### src/design/ooo_macros.svh
`ifndef OOO_MACROS_SVH
`define OOO_MACROS_SVH

// architectural registers, r0 reads as zero and keeps its mapping
`define OOO_ARCH_REGS 8

// physical register file, twice the architectural count
`define OOO_PHYS_REGS 16

// reorder buffer entries
`define OOO_ROB_DEPTH 8

// multiply pipe depth in cycles
`define OOO_MUL_LAT 3

// datapath width
`define OOO_XLEN 32

`endif

### src/design/ooo_pkg.sv
`include "ooo_macros.svh"

package ooo_pkg;

    // supported operations, immediate form only for add
    typedef enum logic [2:0] {
        OP_ADD  = 3'd0,
        OP_SUB  = 3'd1,
        OP_XOR  = 3'd2,
        OP_ADDI = 3'd3,
        OP_MUL  = 3'd4
    } op_e;

    typedef logic [$clog2(`OOO_ARCH_REGS)-1:0] arch_reg_t; // 3 bits
    typedef logic [$clog2(`OOO_PHYS_REGS)-1:0] phys_reg_t; // 4 bits
    typedef logic [$clog2(`OOO_ROB_DEPTH)-1:0] rob_tag_t;  // 3 bits
    typedef logic [`OOO_XLEN-1:0]              xlen_t;

    // instruction as it enters the slice
    typedef struct packed {
        logic [31:0] pc;
        op_e         op;
        arch_reg_t   rd;
        arch_reg_t   rs1;
        arch_reg_t   rs2;
        logic [31:0] imm;
    } instr_t;

    // after rename, everything in physical space
    typedef struct packed {
        logic [31:0] pc;
        op_e         op;
        phys_reg_t   prd;
        phys_reg_t   prs1;
        phys_reg_t   prs2;
        logic [31:0] imm;
        rob_tag_t    tag;
        logic        wr;   // clear for rd == 0
    } renamed_t;

    // new rob entry
    typedef struct packed {
        logic [31:0] pc;
        arch_reg_t   rd;
        phys_reg_t   prd;
        phys_reg_t   old_prd; // released at retirement
        logic        wr;
    } rob_alloc_t;

    typedef struct packed {
        rob_tag_t tag;
        xlen_t    data;
    } complete_t;

    // retired instruction, one per commit slot
    typedef struct packed {
        logic [31:0] pc;
        arch_reg_t   rd;
        xlen_t       data;
        logic        wr;
    } commit_t;

    typedef struct packed {
        logic      valid;
        phys_reg_t preg;
    } free_t;

endpackage

### src/design/rename_stage.sv
`include "ooo_macros.svh"

module rename_stage import ooo_pkg::*; (
    input  logic        clk,
    input  logic        rstn,
    // instruction source
    input  logic        in_valid,
    output logic        in_ready,
    input  instr_t      in_instr,
    // towards issue
    output logic        ren_valid,
    input  logic        ren_ready,
    output renamed_t    ren_out,
    // rob allocation, same handshake as the input
    output logic        alloc_valid,
    output rob_alloc_t  alloc,
    input  rob_tag_t    rob_tail,
    input  logic        rob_full,
    // old mappings coming back from retirement
    input  free_t [1:0] free_in
);

    phys_reg_t                 map_q [`OOO_ARCH_REGS]; // arch -> phys
    logic [`OOO_PHYS_REGS-1:0] free_q;                 // bit set = register free
    logic                      run_q;                  // held low through reset
    phys_reg_t                 new_prd;
    logic                      wr_en;
    logic                      accept;
    renamed_t                  ren_next;

    // lowest free register, scan from the top so index 0 wins last
    always_comb begin
        new_prd = '0;
        for (int i = `OOO_PHYS_REGS - 1; i >= 0; i--) begin
            if (free_q[i]) begin
                new_prd = phys_reg_t'(i);
            end
        end
    end

    assign wr_en    = (in_instr.rd != '0); // r0 never renamed
    assign in_ready = run_q && ren_ready && !rob_full && (|free_q);
    assign accept   = in_valid && in_ready;

    // sources read through the map before this edge updates it
    always_comb begin
        ren_next.pc   = in_instr.pc;
        ren_next.op   = in_instr.op;
        ren_next.prd  = wr_en ? new_prd : '0;
        ren_next.prs1 = map_q[in_instr.rs1];
        ren_next.prs2 = map_q[in_instr.rs2];
        ren_next.imm  = in_instr.imm;
        ren_next.tag  = rob_tail;  // entry being allocated right now
        ren_next.wr   = wr_en;
    end

    assign alloc_valid = accept;

    always_comb begin
        alloc.pc      = in_instr.pc;
        alloc.rd      = in_instr.rd;
        alloc.prd     = ren_next.prd;
        alloc.old_prd = map_q[in_instr.rd]; // freed when this entry retires
        alloc.wr      = wr_en;
    end

    always_ff @(posedge clk) begin
        if (!rstn) begin
            run_q     <= 1'b0;
            ren_valid <= 1'b0;
            for (int i = 0; i < `OOO_ARCH_REGS; i++) begin
                map_q[i] <= phys_reg_t'(i);  // identity map
            end
            for (int i = 0; i < `OOO_PHYS_REGS; i++) begin
                free_q[i] <= (i >= `OOO_ARCH_REGS);
            end
        end else begin
            run_q <= 1'b1;
            if (accept) begin
                ren_valid <= 1'b1;
            end else if (ren_ready) begin
                ren_valid <= 1'b0;
            end
            for (int k = 0; k < 2; k++) begin
                if (free_in[k].valid) begin
                    free_q[free_in[k].preg] <= 1'b1;
                end
            end
            if (accept && wr_en) begin
                free_q[new_prd]    <= 1'b0;
                map_q[in_instr.rd] <= new_prd;
            end
        end
    end

    // output payload, only loaded on acceptance
    always_ff @(posedge clk) begin
        if (accept) begin
            ren_out <= ren_next;
        end
    end

    // rob hands back each old mapping once, after its last reader is gone
    for (genvar k = 0; k < 2; k++) begin : g_free_chk
        a_no_double_free: assert property (@(posedge clk) disable iff (!rstn)
            free_in[k].valid |-> !free_q[free_in[k].preg])
            else $error("phys reg %0d freed twice", free_in[k].preg);
    end

endmodule

### src/design/issue_execute.sv
`include "ooo_macros.svh"

module issue_execute import ooo_pkg::*; (
    input  logic      clk,
    input  logic      rstn,
    // renamed instruction, issued straight from the rename register
    input  logic      ren_valid,
    output logic      ren_ready,
    input  renamed_t  ren_in,
    // completions, never stalled by the rob
    output logic      alu_done_valid,
    output complete_t alu_done,
    output logic      mul_done_valid,
    output complete_t mul_done
);

    // in-flight result plus where it lands in the prf
    typedef struct packed {
        logic      wr;
        phys_reg_t prd;
        complete_t done;
    } pipe_t;

    xlen_t                     prf_q [`OOO_PHYS_REGS];
    logic [`OOO_PHYS_REGS-1:0] ready_q;   // value present in prf
    logic                      alu_v_q;
    pipe_t                     alu_q;
    logic [`OOO_MUL_LAT-1:0]   mul_v_q;
    pipe_t                     mul_q [`OOO_MUL_LAT];
    pipe_t                     mul_wb;    // last multiply stage
    xlen_t                     src1;
    xlen_t                     src2;
    xlen_t                     alu_res;
    xlen_t                     mul_res;
    logic                      ops_ready;
    logic                      issue;
    logic                      is_mul;

    assign is_mul = (ren_in.op == OP_MUL);

    // addi ignores rs2, so its ready bit does not matter
    assign ops_ready = ready_q[ren_in.prs1] && ((ren_in.op == OP_ADDI) || ready_q[ren_in.prs2]);
    assign ren_ready = !ren_valid || ops_ready;  // empty slot always takes
    assign issue     = ren_valid && ops_ready;

    assign src1 = prf_q[ren_in.prs1];
    assign src2 = (ren_in.op == OP_ADDI) ? ren_in.imm : prf_q[ren_in.prs2];

    always_comb begin
        case (ren_in.op)
            OP_SUB:  alu_res = src1 - src2;
            OP_XOR:  alu_res = src1 ^ src2;
            default: alu_res = src1 + src2;  // add and addi
        endcase
    end

    assign mul_res = src1 * src2;  // low word only
    assign mul_wb  = mul_q[`OOO_MUL_LAT-1];

    // pipe valids
    always_ff @(posedge clk) begin
        if (!rstn) begin
            alu_v_q <= 1'b0;
            mul_v_q <= '0;
        end else begin
            alu_v_q <= issue && !is_mul;
            mul_v_q <= {mul_v_q[`OOO_MUL_LAT-2:0], issue && is_mul};
        end
    end

    // pipe payloads, r0 writers report zero
    always_ff @(posedge clk) begin
        alu_q.wr        <= ren_in.wr;
        alu_q.prd       <= ren_in.prd;
        alu_q.done.tag  <= ren_in.tag;
        alu_q.done.data <= ren_in.wr ? alu_res : '0;
        mul_q[0].wr        <= ren_in.wr;
        mul_q[0].prd       <= ren_in.prd;
        mul_q[0].done.tag  <= ren_in.tag;
        mul_q[0].done.data <= ren_in.wr ? mul_res : '0;
        for (int i = 1; i < `OOO_MUL_LAT; i++) begin
            mul_q[i] <= mul_q[i-1];  // plain shift, product formed at issue
        end
    end

    // prf and ready bits, written in the cycle the completion is reported
    always_ff @(posedge clk) begin
        if (!rstn) begin
            for (int i = 0; i < `OOO_PHYS_REGS; i++) begin
                prf_q[i]   <= '0;
                ready_q[i] <= (i < `OOO_ARCH_REGS);  // initial mappings hold zero
            end
        end else begin
            if (issue && ren_in.wr) begin
                ready_q[ren_in.prd] <= 1'b0;  // consumers wait for the result
            end
            if (alu_v_q && alu_q.wr) begin
                prf_q[alu_q.prd]   <= alu_q.done.data;
                ready_q[alu_q.prd] <= 1'b1;
            end
            if (mul_v_q[`OOO_MUL_LAT-1] && mul_wb.wr) begin
                prf_q[mul_wb.prd]   <= mul_wb.done.data;
                ready_q[mul_wb.prd] <= 1'b1;
            end
        end
    end

    assign alu_done_valid = alu_v_q;
    assign alu_done       = alu_q.done;
    assign mul_done_valid = mul_v_q[`OOO_MUL_LAT-1];
    assign mul_done       = mul_wb.done;

    // rename hands out each free register to one writer only
    a_one_writer: assert property (@(posedge clk) disable iff (!rstn)
        (alu_v_q && alu_q.wr && mul_v_q[`OOO_MUL_LAT-1] && mul_wb.wr)
        |-> (alu_q.prd != mul_wb.prd))
        else $error("alu and mul both write phys reg %0d", alu_q.prd);

endmodule

### src/design/reorder_buffer.sv
`include "ooo_macros.svh"

module reorder_buffer import ooo_pkg::*; (
    input  logic          clk,
    input  logic          rstn,
    // allocation from rename
    input  logic          alloc_valid,
    input  rob_alloc_t    alloc,
    output rob_tag_t      rob_tail,
    output logic          rob_full,
    // completions, always accepted
    input  logic          alu_done_valid,
    input  complete_t     alu_done,
    input  logic          mul_done_valid,
    input  complete_t     mul_done,
    // commit stream, two slots
    output logic [1:0]    commit_valid,
    output commit_t [1:0] commit,
    input  logic          commit_ready,
    // old mappings back to the free list
    output free_t [1:0]   free_out
);

    localparam int DEPTH = `OOO_ROB_DEPTH;

    rob_alloc_t             ent_q  [DEPTH];  // static info per entry
    xlen_t                  data_q [DEPTH];  // result, valid once done
    logic [DEPTH-1:0]       busy_q;          // entry allocated
    logic [DEPTH-1:0]       done_q;          // result arrived
    rob_tag_t               head_q;
    rob_tag_t               tail_q;
    logic [$clog2(DEPTH):0] count_q;
    logic [$clog2(DEPTH):0] count_next;
    rob_tag_t               rd_idx [2];      // head and head+1
    logic [1:0]             ret;             // slots retiring this cycle
    commit_t [1:0]          ret_data;

    assign rob_tail = tail_q;
    assign rob_full = (count_q == DEPTH);

    assign rd_idx[0] = head_q;
    assign rd_idx[1] = head_q + 1'b1;  // wraps with the tag width

    // in order, slot 1 only behind slot 0
    assign ret[0] = commit_ready && busy_q[rd_idx[0]] && done_q[rd_idx[0]];
    assign ret[1] = ret[0] && busy_q[rd_idx[1]] && done_q[rd_idx[1]];

    always_comb begin
        for (int k = 0; k < 2; k++) begin
            ret_data[k].pc    = ent_q[rd_idx[k]].pc;
            ret_data[k].rd    = ent_q[rd_idx[k]].rd;
            ret_data[k].data  = data_q[rd_idx[k]];
            ret_data[k].wr    = ent_q[rd_idx[k]].wr;
            free_out[k].valid = ret[k] && ent_q[rd_idx[k]].wr;  // r0 has nothing to free
            free_out[k].preg  = ent_q[rd_idx[k]].old_prd;
        end
    end

    always_comb begin
        count_next = count_q;
        if (alloc_valid) begin
            count_next = count_next + 1'b1;
        end
        if (ret[0]) begin
            count_next = count_next - 1'b1;
        end
        if (ret[1]) begin
            count_next = count_next - 1'b1;
        end
    end

    // pointers, occupancy and entry state
    always_ff @(posedge clk) begin
        if (!rstn) begin
            head_q       <= '0;
            tail_q       <= '0;
            count_q      <= '0;
            busy_q       <= '0;
            done_q       <= '0;
            commit_valid <= 2'b00;
        end else begin
            count_q <= count_next;
            head_q  <= head_q + rob_tag_t'(ret[0]) + rob_tag_t'(ret[1]);
            if (alloc_valid) begin
                busy_q[tail_q] <= 1'b1;
                done_q[tail_q] <= 1'b0;
                tail_q         <= tail_q + 1'b1;
            end
            if (alu_done_valid) begin
                done_q[alu_done.tag] <= 1'b1;
            end
            if (mul_done_valid) begin
                done_q[mul_done.tag] <= 1'b1;
            end
            if (ret[0]) begin
                busy_q[rd_idx[0]] <= 1'b0;
            end
            if (ret[1]) begin
                busy_q[rd_idx[1]] <= 1'b0;
            end
            if (commit_ready) begin
                commit_valid <= ret;  // held while the sink stalls
            end
        end
    end

    // entry payloads and commit slots
    always_ff @(posedge clk) begin
        if (alloc_valid) begin
            ent_q[tail_q] <= alloc;
        end
        if (alu_done_valid) begin
            data_q[alu_done.tag] <= alu_done.data;
        end
        if (mul_done_valid) begin
            data_q[mul_done.tag] <= mul_done.data;
        end
        if (commit_ready) begin
            commit <= ret_data;
        end
    end

    // rename must see rob_full before it allocates
    a_no_alloc_full: assert property (@(posedge clk) disable iff (!rstn)
        alloc_valid |-> !rob_full)
        else $error("rob allocation while full");

    // each completion belongs to a live entry still waiting for it
    a_alu_live: assert property (@(posedge clk) disable iff (!rstn)
        alu_done_valid |-> (busy_q[alu_done.tag] && !done_q[alu_done.tag]))
        else $error("alu completion to idle rob entry %0d", alu_done.tag);

    a_mul_live: assert property (@(posedge clk) disable iff (!rstn)
        mul_done_valid |-> (busy_q[mul_done.tag] && !done_q[mul_done.tag]))
        else $error("mul completion to idle rob entry %0d", mul_done.tag);

endmodule

### src/design/ooo_core_top.sv
module ooo_core_top import ooo_pkg::*; (
    input  logic          clk,
    input  logic          rstn,
    input  logic          in_valid,
    output logic          in_ready,
    input  instr_t        in_instr,
    output logic [1:0]    commit_valid,
    output commit_t [1:0] commit,
    input  logic          commit_ready
);

    logic        ren_valid;
    logic        ren_ready;
    renamed_t    ren;
    logic        alloc_valid;
    rob_alloc_t  alloc;
    rob_tag_t    rob_tail;
    logic        rob_full;
    logic        alu_done_valid;
    complete_t   alu_done;
    logic        mul_done_valid;
    complete_t   mul_done;
    free_t [1:0] free_regs;   // rob -> free list

    // decode, map and allocate
    rename_stage u_rename_stage (
        .clk         (clk),
        .rstn        (rstn),
        .in_valid    (in_valid),
        .in_ready    (in_ready),
        .in_instr    (in_instr),
        .ren_valid   (ren_valid),
        .ren_ready   (ren_ready),
        .ren_out     (ren),
        .alloc_valid (alloc_valid),
        .alloc       (alloc),
        .rob_tail    (rob_tail),
        .rob_full    (rob_full),
        .free_in     (free_regs)
    );

    // prf, in-order issue, alu and mul pipes
    issue_execute u_issue_execute (
        .clk            (clk),
        .rstn           (rstn),
        .ren_valid      (ren_valid),
        .ren_ready      (ren_ready),
        .ren_in         (ren),
        .alu_done_valid (alu_done_valid),
        .alu_done       (alu_done),
        .mul_done_valid (mul_done_valid),
        .mul_done       (mul_done)
    );

    // in-order retirement
    reorder_buffer u_reorder_buffer (
        .clk            (clk),
        .rstn           (rstn),
        .alloc_valid    (alloc_valid),
        .alloc          (alloc),
        .rob_tail       (rob_tail),
        .rob_full       (rob_full),
        .alu_done_valid (alu_done_valid),
        .alu_done       (alu_done),
        .mul_done_valid (mul_done_valid),
        .mul_done       (mul_done),
        .commit_valid   (commit_valid),
        .commit         (commit),
        .commit_ready   (commit_ready),
        .free_out       (free_regs)
    );

endmodule

### config.mk
export PLATFORM = sky130hd
export DESIGN_NAME = ooo_core_top
export DESIGN_NICKNAME = d
export VERILOG_FILES = /design/src/design/ooo_pkg.sv /design/src/design/rename_stage.sv /design/src/design/issue_execute.sv /design/src/design/reorder_buffer.sv /design/src/design/ooo_core_top.sv
export VERILOG_INCLUDE_DIRS = /design/src /design/src/design
export SDC_FILE = /design/constraint.sdc
export NUM_CORES = 2
export LEC_CHECK = 0
export ABC_AREA = 0
export BUFFER_PORTS_ARGS = -buffer_cell sky130_fd_sc_hd__buf_2
export CELL_PAD_IN_SITES_DETAIL_PLACEMENT = 1
export CELL_PAD_IN_SITES_GLOBAL_PLACEMENT = 2
export CORE_UTILIZATION = 46
export CTS_CLUSTER_DIAMETER = 150
export DETAILED_ROUTE_END_ITERATION = 6
export GPL_TIMING_DRIVEN = 0
export PLACE_DENSITY_LB_ADDON = 0.2
export SLEW_MARGIN = 15
export SYNTH_ARGS = -nofsm -noshare
export SYNTH_HDL_FRONTEND = slang
export SYNTH_SLANG_ARGS = --single-unit
### constraint.sdc
create_clock -name clk -period 11.5 [get_ports clk]
set_clock_uncertainty 0.05 [all_clocks]
set_input_delay 0.575 -clock clk [delete_from_list [all_inputs] [get_ports clk]]
set_output_delay 0.575 -clock clk [all_outputs]
set_load 0.02 [all_outputs]
==> flow_summary.ini <==
[clock_tree]
htreeDepth = 4
cts_tree = yes
cts_root_buf = clkbuf_16
clock_path_buffers = 3
cts_buffers = 170
cts_sinks = 1525
clock_latency_ns = 0.85
path_clk_slew_ns = 0.06

[yosys]
muxShareOfSynthArea_pct = 19.59
synthAdderAreaFrac_pct = 11.35
synth_edf_count = 1307
postSynthCellCount = 7109
synth.area.top_cells = edfxtp_1, mux4_2, fa_1, dfxtp_1, mux2_2
synth_xor_area_share_pct = 1.530
synth_flop_cell = edfxtp_1
synth_area_per_cell_um2 = 12.93
synth_area_um2 = 91890
ys_top_cells_by_count = edfxtp_1, nand2_1, inv_1
synth.largest_area_cell = edfxtp_1
synth_compound_area_share_pct = 8.092
ys_seq_area_share_pct = 47.46
synth.most_common_cell = edfxtp_1
synthArstFlopShare_pct = 0
ys_types = 86
synth_top_area_share_pct = 42.71
synth_warnings = 0
synth_top_family_by_area = multiplexers
ys_ff_latch = 1525
synthSimpleGateAreaFrac_pct = 7.415

[route]
num_vias = 68920
antenna_left = 0
wirelength_um = 386000
drc = 0
wl_per_cell_um = 36.90
drt_first_pass_iters = 5
viasPerCell = 6.589
dr.first_iter.drc_count = 9088

[timing]
fin_crit_ns = 11.40
drv_slew = 0
tns_ns = 0
tightest_slew_ns = 1.406
relSlewSlack_pct = 5.307
fin_crit_sh_pct = 99.16
fmax_ghz = 0.08769
hold_viol_final = 0
setup_viol = 0
rsz0062_at_grt = no

[global_routing]
grt_max_degree = 80
grt.total_usage_pct = 37.81
overflow = 0
first_global_vias = 71330
grt_pass1_wl_um = 537800
antenna_found_initial = 33

[floorplanning]
ios = 219
die_w_um = 448.9
dieArea_um2 = 201600
rows = 163
fp.dieH_um = 448.9
design.core.area_um2 = 197800
start_util_pct = 46.45

[finish]
fillers = 19900
fin_nets = 8329
drive_above_1_share_pct = 21.67
instances_no_fill = 10460
design_area_um2 = 105100
area_delta_synth_final_pct = 14.33

[run]
maxCapViolCount = 0

[placed_design]
globalplace.congestion = 0.9862
port_buffers = 214
place_inst = 10060
post_dp_cell_area_um2 = 98100
dpl.hpwl_um = 287400

[worst_setup_path]
start_kind = flop
crit_required_ns = 12.09
slowest_stage = edfxtp_1
path_common_cell = fa_1
arrival_ns = 12.00
critPathMaxStageDelay_ns = 0.68
worstSetupPathType = reg -> reg
crit_fanout = 10
end_kind = flop

[power_and_ir_drop]
cellPowerDensity_nw_per_um2 = 318.4
peakVddDrop_mv = 1.440
leakage_nw = 38.25

[status]
status = completed

[hold_path]
hold_path_class = in -> reg
[per-stage QoR]
stage               utilization (%)  total power [W]  hold WS (ns)  setup WS, ns
floorplan                         -          0.02011        0.2596         2.025
detailed placement            49.59          0.02702        0.2635        -3.677
global route                  53.09          0.03544       0.04746      0.008111
global placement              48.67          0.02635        0.2610        -4.102
CTS                           52.98          0.03338       0.02092      0.004319
finish                        53.10          0.03345       0.05760       0.09660
[metal layers]
metal | track usage, % | part of all wire (%)
met5 | 0 | 0.026
met4 | 19.97 | 6.0
met3 | 10.17 | 11
met2 | 57.09 | 44
met1 | 49.90 | 38
[worst paths after layout]
check	depth (start not counted)	end	slack (ns)	from
setup reg to reg	30	u_issue_execute.mul_q[0][23]	0.1	u_rename_stage.ren_out[49]
hold reg to reg	0	u_issue_execute.mul_q[0][82]	0.27	u_issue_execute.mul_q[0][42]
setup / recovery	30	u_issue_execute.mul_q[0][23]	0.1	u_rename_stage.ren_out[49]
hold / removal	1	u_reorder_buffer.ent_q[1][10]	0.06	in_instr[39]
[area by class of cell]
cell class,instances,area [µm²],share of cell area [%]
multi-input cells,4502,44630,42.49
flip-flops and latches,1525,43610,41.51
clock buffers,223,4810,4.578
well taps,2640,3303,3.144
repair buffers,386,3293,3.135
plain buffers,578,2495,2.375
inverters,501,1907,1.815
clock inverters,96,979.7,0.9325
diodes,9,22.52,0.02144
[sequential cells by signal, summed over array words and instances (netlist names), 16 cells and up]
name	cells
u_issue_execute.alu_done	34
u_issue_execute.mul_q	115
u_issue_execute.prf_q	512
u_issue_execute.ready_q	16
u_rename_stage.free_q	16
u_rename_stage.map_q	32
u_rename_stage.ren_out	51
u_reorder_buffer.commit	136
u_reorder_buffer.data_q	256
u_reorder_buffer.ent_q	320
[power breakdown]
part	internal, W	total [W]	leakage [nW]	switching (W)
combinational	0.00743	0.0207	21.0	0.0132
clock	0.00325	0.00573	2.83	0.00248
sequential	0.00652	0.00704	14.4	0.000519
[cell families (layout without fill, tap and decap cells)]
| group | after synthesis | after routing |
|---|---|---|
| other | 1 | 13 |
| AOI/OAI and AO/OA | 1041 | 1041 |
| buffers and inverters | 1085 | 1784 |
| and+or+nand+nor | 1525 | 1525 |
| adders and majority gates | 588 | 588 |
| xor gates and xnor gates | 159 | 159 |
| DFF | 1525 | 1525 |
| muxes | 1185 | 1185 |
[placed cells by master (no fill, tap or decap), drive strengths merged, types with 18 or more instances in the layout]
cell / n
a21o: 30
a21oi: 108
a22o: 384
and2: 60
and3: 23
buf: 426
clkbuf: 690
clkinv: 76
dfxtp: 218
dlygate4sd3: 69
edfxtp: 1307
fa: 410
ha: 175
inv: 502
mux2: 368
mux2i: 364
mux4: 453
nand2: 615
nand2b: 56
nand3: 46
nand4: 18
nor2: 460
nor2b: 45
nor3: 55
o21a: 20
o21ai: 209
o22ai: 143
or2: 85
xnor2: 106
xor2: 52
[timing repair]
action | CTS | global route
pin swaps | 0 | 1
setup buffers | 4 | 8
endpoints found under the hold margin | 300 | 0
setup endpoints to repair | 23 | 7
hold buffers | 69 | 0
gates resized for setup | 85 | 57
[worst max-delay path, delay by kind of cell, from the launching register on]
kind	cells	cell delay, ns
buffers and inverters	8	2.53
DFF	1	0.68
adders and majority gates	9	3.82
muxes	1	0.56
AOI/OAI and AO/OA	6	1.37
xor gates and xnor gates	1	0.44
and+or+nand+nor	5	1.67
Note: power is estimated with default switching activity, not from simulation.
